**src/hdl/spam_pkg.sv**
```systemverilog
package spam_pkg;

	localparam int SPAM_DID_W  = 4;	// Device id
	localparam int SPAM_ADDR_W = 8;	// Register within a device
	localparam int SPAM_DATA_W = 32;

	localparam logic [SPAM_DID_W-1:0] DID_CONSOLE = 4'd0;
	localparam logic [SPAM_DID_W-1:0] DID_LEDS    = 4'd1;
	localparam logic [SPAM_DID_W-1:0] DID_TIMER   = 4'd2;

	localparam logic [SPAM_ADDR_W-1:0] REG_DATA   = 8'd0;
	localparam logic [SPAM_ADDR_W-1:0] REG_STATUS = 8'd1;

	localparam int LED_SW_W = 4;	// Software driven LEDs

	// Master to devices, valid for one cycle per request
	typedef struct packed {
		logic                   valid;
		logic                   r_nw;	// 1 read, 0 write
		logic [SPAM_DID_W-1:0]  did;
		logic [SPAM_ADDR_W-1:0] addr;
		logic [SPAM_DATA_W-1:0] data;	// Write data
	} spam_req_t;

	// Device to master, merged by OR at the top level
	typedef struct packed {
		logic                   ack;
		logic [SPAM_DATA_W-1:0] data;	// Zero unless ack
	} spam_rsp_t;

	typedef struct packed {
		logic [LED_SW_W-1:0] sw;
		logic                flash;	// Recent read on the bus
		logic                triggered;	// Any read since reset
	} led_state_t;

endpackage

```
**src/hdl/reset_seq.sv**
```systemverilog
`timescale 1ns/10ps

module reset_seq #(
	parameter int RST_STRETCH = 16
) (
	input  logic cclk,
	input  logic cclk_rst_cause_b,
	output logic cclk_rst_b
);

	logic [RST_STRETCH-1:0] seq;	// Fills with ones after release

	always_ff @(posedge cclk or negedge cclk_rst_cause_b) begin
		if (!cclk_rst_cause_b) begin
			seq <= '0;	// Assert at once
		end else begin
			seq <= {seq[RST_STRETCH-2:0], 1'b1};
		end
	end

	assign cclk_rst_b = seq[RST_STRETCH-1];

	// Release only after the cause has stayed high for the whole stretch
	a_release_after_stretch: assert property (
		@(posedge cclk) $rose(cclk_rst_b) |->
			cclk_rst_cause_b && $past(cclk_rst_cause_b, RST_STRETCH - 1)
	) else $error("reset_seq: release without a full stretch");

endmodule

```
**src/hdl/uart_tx.sv**
```systemverilog
`timescale 1ns/10ps

module uart_tx #(
	parameter int CLKS_PER_BIT = 434
) (
	input  logic       cclk,
	input  logic       cclk_rst_b,
	input  logic       byte_valid,
	input  logic [7:0] byte_data,
	output logic       byte_ready,
	output logic       serial_tx
);

	localparam int CNT_W      = $clog2(CLKS_PER_BIT);
	localparam int FRAME_BITS = 10;	// Start, 8 data, stop

	logic             busy;
	logic [CNT_W-1:0] bit_cnt;	// Cycles within the current bit
	logic [3:0]       bit_idx;
	logic [9:0]       shifter;	// LSB is on the line
	logic             bit_end;

	assign bit_end    = (bit_cnt == CNT_W'(CLKS_PER_BIT - 1));
	assign byte_ready = !busy;
	assign serial_tx  = shifter[0];

	always_ff @(posedge cclk or negedge cclk_rst_b) begin
		if (!cclk_rst_b) begin
			busy    <= 1'b0;
			bit_cnt <= '0;
			bit_idx <= '0;
			shifter <= '1;	// Line idles high
		end else if (!busy) begin
			if (byte_valid) begin
				busy    <= 1'b1;
				bit_cnt <= '0;
				bit_idx <= '0;
				shifter <= {1'b1, byte_data, 1'b0};
			end
		end else if (bit_end) begin
			bit_cnt <= '0;
			shifter <= {1'b1, shifter[9:1]};	// Ones fill in behind the stop bit
			if (bit_idx == 4'(FRAME_BITS - 1)) begin
				busy <= 1'b0;	// Stop bit done
			end else begin
				bit_idx <= bit_idx + 1'b1;
			end
		end else begin
			bit_cnt <= bit_cnt + 1'b1;
		end
	end

endmodule

```
**src/hdl/spam_timer.sv**
```systemverilog
`timescale 1ns/10ps

module spam_timer
	import spam_pkg::*;
(
	input  logic      cclk,
	input  logic      cclk_rst_b,
	input  spam_req_t req,
	output spam_rsp_t rsp
);

	logic [SPAM_DATA_W-1:0] count;
	logic                   sel;	// Request for this device
	logic                   hit_data;

	assign sel      = req.valid && (req.did == DID_TIMER);
	assign hit_data = sel && (req.addr == REG_DATA);

	always_ff @(posedge cclk or negedge cclk_rst_b) begin
		if (!cclk_rst_b) begin
			count <= '0;
		end else if (hit_data && !req.r_nw) begin
			count <= req.data;	// Software load
		end else begin
			count <= count + 1'b1;
		end
	end

	// Respond one cycle after the request
	always_ff @(posedge cclk or negedge cclk_rst_b) begin
		if (!cclk_rst_b) begin
			rsp <= '0;
		end else begin
			rsp.ack <= sel;
			if (hit_data && req.r_nw) begin
				rsp.data <= count;	// Count at the request edge
			end else begin
				rsp.data <= '0;
			end
		end
	end

	// One request gives one single-cycle ack
	a_ack_single: assert property (
		@(posedge cclk) disable iff (!cclk_rst_b) rsp.ack |=> !rsp.ack
	) else $error("spam_timer: ack held for two cycles");

endmodule

```
**src/hdl/spam_leds.sv**
```systemverilog
`timescale 1ns/10ps

module spam_leds
	import spam_pkg::*;
#(
	parameter int FLASH_CYCLES = 5000000
) (
	input  logic       cclk,
	input  logic       cclk_rst_b,
	input  spam_req_t  req,
	output spam_rsp_t  rsp,
	output led_state_t leds
);

	localparam int CNT_W = $clog2(FLASH_CYCLES + 1);

	logic [LED_SW_W-1:0] sw_q;
	logic [CNT_W-1:0]    flash_cnt;	// Zero when idle
	logic                triggered_q;
	logic                sel;
	logic                hit_data;
	logic                bus_read;	// Read to any device

	assign sel      = req.valid && (req.did == DID_LEDS);
	assign hit_data = sel && (req.addr == REG_DATA);
	assign bus_read = req.valid && req.r_nw;

	always_ff @(posedge cclk or negedge cclk_rst_b) begin
		if (!cclk_rst_b) begin
			sw_q        <= '0;
			flash_cnt   <= '0;
			triggered_q <= 1'b0;
			rsp         <= '0;
		end else begin
			if (hit_data && !req.r_nw) begin
				sw_q <= req.data[LED_SW_W-1:0];
			end
			if (bus_read) begin
				flash_cnt   <= CNT_W'(1);	// Restart the flash
				triggered_q <= 1'b1;	// Sticky
			end else if (flash_cnt == CNT_W'(FLASH_CYCLES)) begin
				flash_cnt <= '0;
			end else if (flash_cnt != '0) begin
				flash_cnt <= flash_cnt + 1'b1;
			end
			rsp.ack <= sel;
			if (hit_data && req.r_nw) begin
				rsp.data <= SPAM_DATA_W'(sw_q);
			end else begin
				rsp.data <= '0;
			end
		end
	end

	assign leds.sw        = sw_q;
	assign leds.flash     = (flash_cnt != '0);
	assign leds.triggered = triggered_q;

	// Flash count stays within the flash length
	a_flash_limit: assert property (
		@(posedge cclk) disable iff (!cclk_rst_b) flash_cnt <= CNT_W'(FLASH_CYCLES)
	) else $error("spam_leds: flash counter ran past its limit");

endmodule

```
**src/hdl/spam_console.sv**
```systemverilog
`timescale 1ns/10ps

module spam_console
	import spam_pkg::*;
#(
	parameter int CLKS_PER_BIT = 434
) (
	input  logic      cclk,
	input  logic      cclk_rst_b,
	input  spam_req_t req,
	output spam_rsp_t rsp,
	output logic      serial_tx
);

	logic       buf_full;	// Byte waiting for the shifter
	logic [7:0] buf_data;
	logic       wr_pending;	// Write held off, ack not yet given
	logic [7:0] wr_byte;
	logic       byte_ready;
	logic       take;	// Shifter takes the buffer this cycle
	logic       sel;
	logic       new_wr;
	logic       accept_now;
	logic       accept_late;
	logic       tx_busy;

	assign sel         = req.valid && (req.did == DID_CONSOLE);
	assign new_wr      = sel && !req.r_nw && (req.addr == REG_DATA);
	assign take        = buf_full && byte_ready;
	assign accept_now  = new_wr && (!buf_full || take);
	assign accept_late = wr_pending && (!buf_full || take);
	assign tx_busy     = buf_full || !byte_ready;

	always_ff @(posedge cclk or negedge cclk_rst_b) begin
		if (!cclk_rst_b) begin
			buf_full   <= 1'b0;
			wr_pending <= 1'b0;
			rsp        <= '0;
		end else begin
			if (accept_now || accept_late) begin
				buf_full <= 1'b1;
			end else if (take) begin
				buf_full <= 1'b0;
			end
			if (new_wr && !accept_now) begin
				wr_pending <= 1'b1;	// Back-pressure
			end else if (accept_late) begin
				wr_pending <= 1'b0;
			end
			// Reads and stray writes ack at once, data writes once buffered
			rsp.ack <= (sel && !new_wr) || accept_now || accept_late;
			if (sel && req.r_nw && (req.addr == REG_STATUS)) begin
				rsp.data <= {{(SPAM_DATA_W-1){1'b0}}, tx_busy};
			end else begin
				rsp.data <= '0;
			end
		end
	end

	always_ff @(posedge cclk) begin
		if (new_wr) begin
			wr_byte <= req.data[7:0];
		end
		if (accept_now) begin
			buf_data <= req.data[7:0];
		end else if (accept_late) begin
			buf_data <= wr_byte;
		end
	end

	uart_tx #(
		.CLKS_PER_BIT(CLKS_PER_BIT)
	) uart_tx_i (
		.cclk      (cclk),
		.cclk_rst_b(cclk_rst_b),
		.byte_valid(buf_full),
		.byte_data (buf_data),
		.byte_ready(byte_ready),
		.serial_tx (serial_tx)
	);

	// The master waits for ack before its next request
	a_no_req_while_pending: assert property (
		@(posedge cclk) disable iff (!cclk_rst_b) wr_pending |-> !req.valid
	) else $error("spam_console: request issued during a pending write");

endmodule

```
**src/hdl/spam_system.sv**
```systemverilog
`timescale 1ns/10ps

module spam_system
	import spam_pkg::*;
#(
	parameter int RST_STRETCH  = 16,
	parameter int FLASH_CYCLES = 5000000,	// About 100 ms at 50 MHz
	parameter int CLKS_PER_BIT = 434	// 115200 baud at 50 MHz
) (
	input  logic       cclk,
	input  logic       cclk_rst_cause_b,
	input  spam_req_t  host_req,
	output spam_rsp_t  host_rsp,
	output led_state_t leds,
	output logic       serial_tx
);

	logic      cclk_rst_b;	// Stretched release
	spam_rsp_t timer_rsp;
	spam_rsp_t leds_rsp;
	spam_rsp_t console_rsp;

	reset_seq #(
		.RST_STRETCH(RST_STRETCH)
	) reset_seq_i (
		.cclk            (cclk),
		.cclk_rst_cause_b(cclk_rst_cause_b),
		.cclk_rst_b      (cclk_rst_b)
	);

	spam_timer timer_i (
		.cclk      (cclk),
		.cclk_rst_b(cclk_rst_b),
		.req       (host_req),
		.rsp       (timer_rsp)
	);

	spam_leds #(
		.FLASH_CYCLES(FLASH_CYCLES)
	) leds_i (
		.cclk      (cclk),
		.cclk_rst_b(cclk_rst_b),
		.req       (host_req),
		.rsp       (leds_rsp),
		.leds      (leds)
	);

	spam_console #(
		.CLKS_PER_BIT(CLKS_PER_BIT)
	) console_i (
		.cclk      (cclk),
		.cclk_rst_b(cclk_rst_b),
		.req       (host_req),
		.rsp       (console_rsp),
		.serial_tx (serial_tx)
	);

	// Idle devices drive zeros, so a plain OR is the response mux
	assign host_rsp = timer_rsp | leds_rsp | console_rsp;

endmodule

```
**config.mk**
```make
export PLATFORM = sky130hd
export DESIGN_NAME = spam_system
export DESIGN_NICKNAME = d
export VERILOG_FILES = /design/src/hdl/spam_pkg.sv /design/src/hdl/reset_seq.sv /design/src/hdl/uart_tx.sv /design/src/hdl/spam_timer.sv /design/src/hdl/spam_leds.sv /design/src/hdl/spam_console.sv /design/src/hdl/spam_system.sv
export SDC_FILE = /design/constraint.sdc
export NUM_CORES = 1
export LEC_CHECK = 0
export ABC_AREA = 1
export BUFFER_PORTS_ARGS = -buffer_cell sky130_fd_sc_hd__buf_4
export CAP_MARGIN = 20
export CORE_ASPECT_RATIO = 2
export CORE_MARGIN = 3
export CORE_UTILIZATION = 50
export CTS_CLUSTER_SIZE = 28
export DETAILED_ROUTE_END_ITERATION = 6
export GPL_ROUTABILITY_DRIVEN = 0
export PLACE_DENSITY = 0.7
export SYNTH_ARGS = -nofsm -noshare
export SYNTH_HDL_FRONTEND = slang
export SYNTH_SLANG_ARGS = --single-unit
```
**constraint.sdc**
```tcl
create_clock -name cclk -period 10.2 [get_ports cclk]
set_input_delay 3.06 -clock cclk [delete_from_list [all_inputs] [get_ports cclk]]
set_output_delay 3.06 -clock cclk [all_outputs]
set_load 0.01 [all_outputs]
```
# Word-level counts from Yosys, hierarchy flattened
# Index checks and enable logic that the tools add are counted.
dict set report classes {
  eq_ne 8
  bitwise 2
  n_reduce_logical 39
  n_addsub 4
  muxes 27
}
# op count
set ops {}
lappend ops {{23-bit 2-to-1 mux} 3}
lappend ops {{33-bit bitwise OR} 2}
lappend ops {{32-bit 2-to-1 mux} 2}
lappend ops {{32-bit by 1-bit adder with 32-bit output, second input constant} 1}
lappend ops {{10-bit 2-to-1 mux} 3}
lappend ops {{9-bit 2-to-1 mux} 3}
lappend ops {{23-bit by 1-bit adder with 23-bit output, second input constant} 1}
lappend ops {{23-bit equality test, second input constant} 1}
lappend ops {{23-bit nonzero test} 1}
lappend ops {{4-bit 2-to-1 mux} 5}
lappend ops {{1-bit logical AND} 19}
lappend ops {{8-bit 2-to-1 mux} 2}
lappend ops {{9-bit by 1-bit adder with 9-bit output, second input constant} 1}
lappend ops {{9-bit equality test, second input constant} 1}
lappend ops {{1-bit 2-to-1 mux} 9}
lappend ops {{8-bit by 1-bit equality test with 1-bit output, second input constant} 1}
lappend ops {{8-bit logical NOT} 1}
lappend ops {{2-bit nonzero test} 4}
lappend ops {{1-bit logical NOT} 5}
lappend ops {{1-bit logical OR} 5}
lappend ops {{4-bit by 1-bit adder with 4-bit output, second input constant} 1}
lappend ops {{4-bit by 1-bit equality test with 1-bit output, second input constant} 1}
lappend ops {{4-bit by 2-bit equality test with 1-bit output, second input constant} 1}
lappend ops {{4-bit equality test, second input constant} 1}
lappend ops {{other kinds (6)} 6}
dict set report word_totals {
  register_bits 158
  output_inout_bits 40
  elab_cells 99
  input_bits 48
}

# Longest topological paths before layout
dict set report logic_depth {
  depth_word 8
  ltp_mapped 10
}

# By module
# From an unflattened synthesis, not the netlist that was laid out.
dict set report hier_totals {
  cells_unflattened 1103
  area_unflattened_um2 8498.2
}
# module cells_each instances area_each_um2
set by_module_without_submodules {}
lappend by_module_without_submodules {spam_timer 407 1 3139.3}
lappend by_module_without_submodules {spam_leds 304 1 2192.1}
lappend by_module_without_submodules {uart_tx 165 1 1258.7}
lappend by_module_without_submodules {spam_console 111 1 1132.3}
lappend by_module_without_submodules {reset_seq 17 1 404.1}
lappend by_module_without_submodules {spam_system 99 1 371.6}

# Least setup slack after synthesis
# OpenSTA, ideal clock, no wires.
dict set report synth_timing {
  kind {input port to flip-flop}
  start {input port host_req[43] (netlist bit)}
  end {register console_i.buf_data[0] (enable)}
  required_ns 9.816
  path_stages 6
  arrival_time_ns 4.061
  slack_ns 5.755
  path_cell_list {nor2_1 > nand4_1 > nor2_2 > nand3_4 > buf_6 > o21ai_0}
}
dict set report synth_between {
  elab_chain_cells 6
}
# element line_no
set synth_rtl {}
lappend synth_rtl {{from (decl)} spam_system.sv:12} ;# input spam_req_t host_req,
lappend synth_rtl {{4-bit logical NOT} spam_console.sv:27} ;# assign sel = req.valid && (req.did == DID_CONSOLE);
lappend synth_rtl {{1-bit logical AND} spam_console.sv:27}
lappend synth_rtl {{1-bit logical AND (2 in series)} spam_console.sv:28} ;# assign new_wr = sel && !req.r_nw && (req.addr == REG_DATA);
lappend synth_rtl {{1-bit logical AND} spam_console.sv:30} ;# assign accept_now = new_wr && (!buf_full || take);
lappend synth_rtl {{2-bit nonzero test (no line)} --}
lappend synth_rtl {{to (signal assigned)} spam_console.sv:65} ;# buf_data <= req.data[7:0];
lappend synth_rtl {{to (signal assigned)} spam_console.sv:67} ;# buf_data <= wr_byte;
lappend synth_rtl {{to (decl)} spam_console.sv:16} ;# logic [7:0] buf_data;
# No other way between the ends.
# A chain may end at the register's enable or synchronous reset.

# Final worst setup path
dict set report layout_timing {
  start {input port host_req[35] (netlist bit)}
  end {register timer_i.count[5]}
}
dict set report layout_between {
  elab_chain_cells 4
}
# element line_no
set layout_rtl {}
lappend layout_rtl {{8-bit logical NOT} spam_timer.sv:17} ;# assign hit_data = sel && (req.addr == REG_DATA);
lappend layout_rtl {{1-bit logical AND} spam_timer.sv:17}
lappend layout_rtl {{1-bit logical AND} spam_timer.sv:22} ;# end else if (hit_data && !req.r_nw) begin
lappend layout_rtl {{32-bit 2-to-1 mux} spam_timer.sv:22}
lappend layout_rtl {{to (signal assigned)} spam_timer.sv:23} ;# count <= req.data;
lappend layout_rtl {{to (signal assigned)} spam_timer.sv:25} ;# count <= count + 1'b1;
lappend layout_rtl {{to (decl)} spam_timer.sv:12} ;# logic [SPAM_DATA_W-1:0] count;
# No other way between the ends.

==> impl_metrics.yaml <==
cells_and_area:
  final_core_util_pct: 58.6
  area_growth_pct: 14.9
  antenna_cells: 0
  drive_gt1_share_pct: 17.5
  final_nets: 1073
  fin_area_sq_mm: 0.00901
clock_network:
  cts_tree: "done"
  clock_sinks: 157
  clock_tree.root_cell: "clkbuf_16"
  path_clk_slew_ps: 70
  cts-resized-gates: 0
  cts_setup_buffers: 0
  ctsLongestPathBuffers: 2
  h-tree-depth: 4
  hold_buffers: 0
  clkLatencyLatePin_ps: 420
  cts_made_buffers: 17
sta:
  fmax_mhz: 205
  finalHoldViolCount: 0
  slew_headroom_pct: 36.6
  rsz0062_at_grt: "no"
  period_share_pct: 47.9
  setup_violations: 0
  tns_ps: 0
  finalMaxSlewViolations: 0
  min_period_ps: 4890
  skew_ps: 10.5
  worst_slew_pin_slew_ps: 951
  hold_slack_ps: 344
power_and_ir_drop:
  p_per_area_mw_per_mm2: 161
  power_switching_uw: 375
  leakagePower_uw: 0.00425
  seq_power_share_pct: 47.8
  ir_drop_mv: 0.110
  clkPwrFrac_pct: 42.2
  switching_share_pct: 25.9
  p_int_uw: 1070
  pwr-share-comb_pct: 10.1
worst_setup_path:
  crit_buf_inv: 1
  endpoint_kind: "register"
  cp.required_ps: 10470
  start_kind: "primary input"
  rrSetupSlack_ps: 8320
  critical-path-top-delay-family: "simple AND/OR/NAND/NOR gates"
  path_cells: "buf_4, nor2_1, nand2_1, nor2_4, nand3_2, o21ai_0, o21ai_1"
  max_stage_delay_ps: 770
  crit_path_top_delay_cell: "nand3_2"
  arrival_ps: 5160
  critPathKind: "primary input to register"
  crit_fanout: 43
synthesis:
  synth.distinct_cells: 42
  syn_inst: 957
  syn_nets: 1012
  synth_compound_area_share_pct: 4.68
  synth_top_family_by_area: "simple AND/OR/NAND/NOR gates"
  synthSimpleGateAreaFrac_pct: 30.9
  synth_top_area_cell: "dfrtp_1"
  ys_warn_count: 0
  synthAdderAreaFrac_pct: 1.12
  synth_seq_area_share_pct: 51.3
  syn_area_per_cell_sq_um: 8.19
  synth_xor_area_share_pct: 2.35
  synth_top_area_share_pct: 42.1
  syn_area_sq_mm: 0.00784
  synth-seq-cells: 157
  synth_mux_area_share_pct: 0.766
  yosys-top-cells-area: "dfrtp_1, nand2_1, nor2_1"
place:
  portBuffers: 87
  place_area_sq_mm: 0.00842
  dp.final_hpwl_um: 14400
global_routing:
  grt_pass1_wl_um: 30200
  grt_pass1_vias: 6259
  antenna_found_initial: 0
  grt_overflow: 0
  grt_max_degree: 79
  track_usage_pct: 23.2
outcome:
  run_status: "completed"
run:
  maxCapViolations: 0
routing:
  drc: 0
  via_count: 6328
  vias_per_cell: 5.15
  drt_iter0_markers: 314
  antenna_left: 0
  wl_per_cell_um: 15.4
  totalWireLength_um: 18900
  drtPass1Iterations: 4
floorplan:
  io_pins: 88
  die_y_um: 183
  die-area_sq_mm: 0.0173
  core_sq_mm: 0.0154
  initial_utilization_pct: 51.0
  die_x_um: 94.6
  rows: 64
worst_hold_path:
  hold_class: "register to asynchronous set/reset pin"
cells by family (layout without fill, tap and decap cells):
group | count (synthesis) | count (layout)
adder cells (fa/ha/maj) | 7 | 7
flip-flops | 157 | 157
other | 1 | 1
AND/OR/NAND/NOR | 564 | 564
buffers and inverters | 141 | 215
AO/OA/AOI/OAI | 60 | 60
XOR/XNOR | 21 | 21
multiplexers | 6 | 6
layer usage:
metal | vias to the layer above | track usage, % | part of all wire [%]
met1 | 2963 | 23.5 | 35
met2 | 183 | 42.0 | 55
met5 | - | 0 | 0
li1 | 3115 | - | -
met4 | 0 | 16.2 | 7.0
met3 | 67 | 3.78 | 3.2
final timing paths:
check,startpoint,endpoint,cells after the start
min reg2reg,reset_seq_i.seq[15],leds_i.flash_cnt[21],0
max,host_req[35],timer_i.count[5],7
max in group asynchronous,cclk_rst_cause_b,reset_seq_i.seq[15],1
min,reset_seq_i.seq[15],leds_i.flash_cnt[21],0
max reg2reg,console_i.uart_tx_i.busy,console_i.buf_data[1],4
min in group cclk,reset_seq_i.seq[11],reset_seq_i.seq[12],0
power groups by stage:
stage | Clock [uW] | Sequential, uW | Combinational, uW
after global routing | 652 | 697 | 171
after floorplan | 0 | 699 | 96.4
after detailed placement | 0 | 703 | 145
after global placement | 0 | 703 | 142
final | 611 | 692 | 146
after CTS | 623 | 692 | 146
cells in the final DEF (no fill, tap or decap), types with 2 or more instances in the layout:
| cell type | n |
|---|---|
| inv_1 | 89 |
| nor3_1 | 6 |
| clkbuf_8 | 3 |
| clkinvlp_4 | 2 |
| o22ai_1 | 3 |
| nand3_1 | 53 |
| o21ai_1 | 14 |
| dfrtp_1 | 131 |
| buf_4 | 90 |
| edfxtp_1 | 16 |
| clkinv_2 | 2 |
| or2_2 | 5 |
| dfstp_2 | 9 |
| nor2_1 | 172 |
| nand2_2 | 2 |
| nand2_1 | 263 |
| inv_6 | 2 |
| o21ai_0 | 19 |
| xnor2_1 | 4 |
| nand4_1 | 30 |
| nor2_2 | 13 |
| clkbuf_16 | 17 |
| nand3_2 | 4 |
| xor2_1 | 17 |
| or3_1 | 2 |
| mux2i_1 | 6 |
| o21ai_2 | 14 |
| clkinv_4 | 4 |
| nor3b_1 | 3 |
| inv_2 | 2 |
| nor3_2 | 2 |
| ha_1 | 7 |
| a21oi_1 | 6 |
| nand3b_1 | 2 |
| nor2_4 | 3 |
metrics by stage:
step	power (uW)	instances	setup slack [ps]
CTS	1460	1228	5280
floorplan	795	957	5760
finish	1450	1229	5310
detailed placement	849	1196	4830
global route	1520	1229	5020
global placement	845	1196	4920
cell usage after synthesis, drive strengths merged:
library cell,number
nand2,266
nor2,188
dfrtp,132
inv,91
nand3,58
buf,47
o21ai,47
nand4,30
xor2,17
edfxtp,16
dfstp,9
nor3,8
a21oi,7
ha,7
mux2i,6
or2,5
xnor2,4
nor3b,3
o22ai,3
clkbuf,2
nand3b,2
or3,2
a31oi,1
and3,1
clkinv,1
conb,1
nor4,1
o21a,1
o21bai,1
state kept, by name (all words and copies together) (netlist names), 2 cells and up:
signal,flops
console_i.buf_data,8
console_i.rsp,2
console_i.uart_tx_i.bit_cnt,9
console_i.uart_tx_i.bit_idx,4
console_i.uart_tx_i.shifter,9
console_i.wr_byte,8
leds_i.flash_cnt,23
leds_i.rsp,5
leds_i.sw_q,4
reset_seq_i.seq,16
timer_i.count,32
timer_i.rsp,33
area by class of cell:
cell class / instances / area (sq um)
clock buffer: 21 / 470
multi-input combinational: 659 / 3130
timing repair buffer: 91 / 683
inverter: 92 / 345
fill: 1449 / 6370
sequential: 157 / 4020
clock inverter: 11 / 108
tap: 198 / 248
Power figures use the tool's default switching activity.
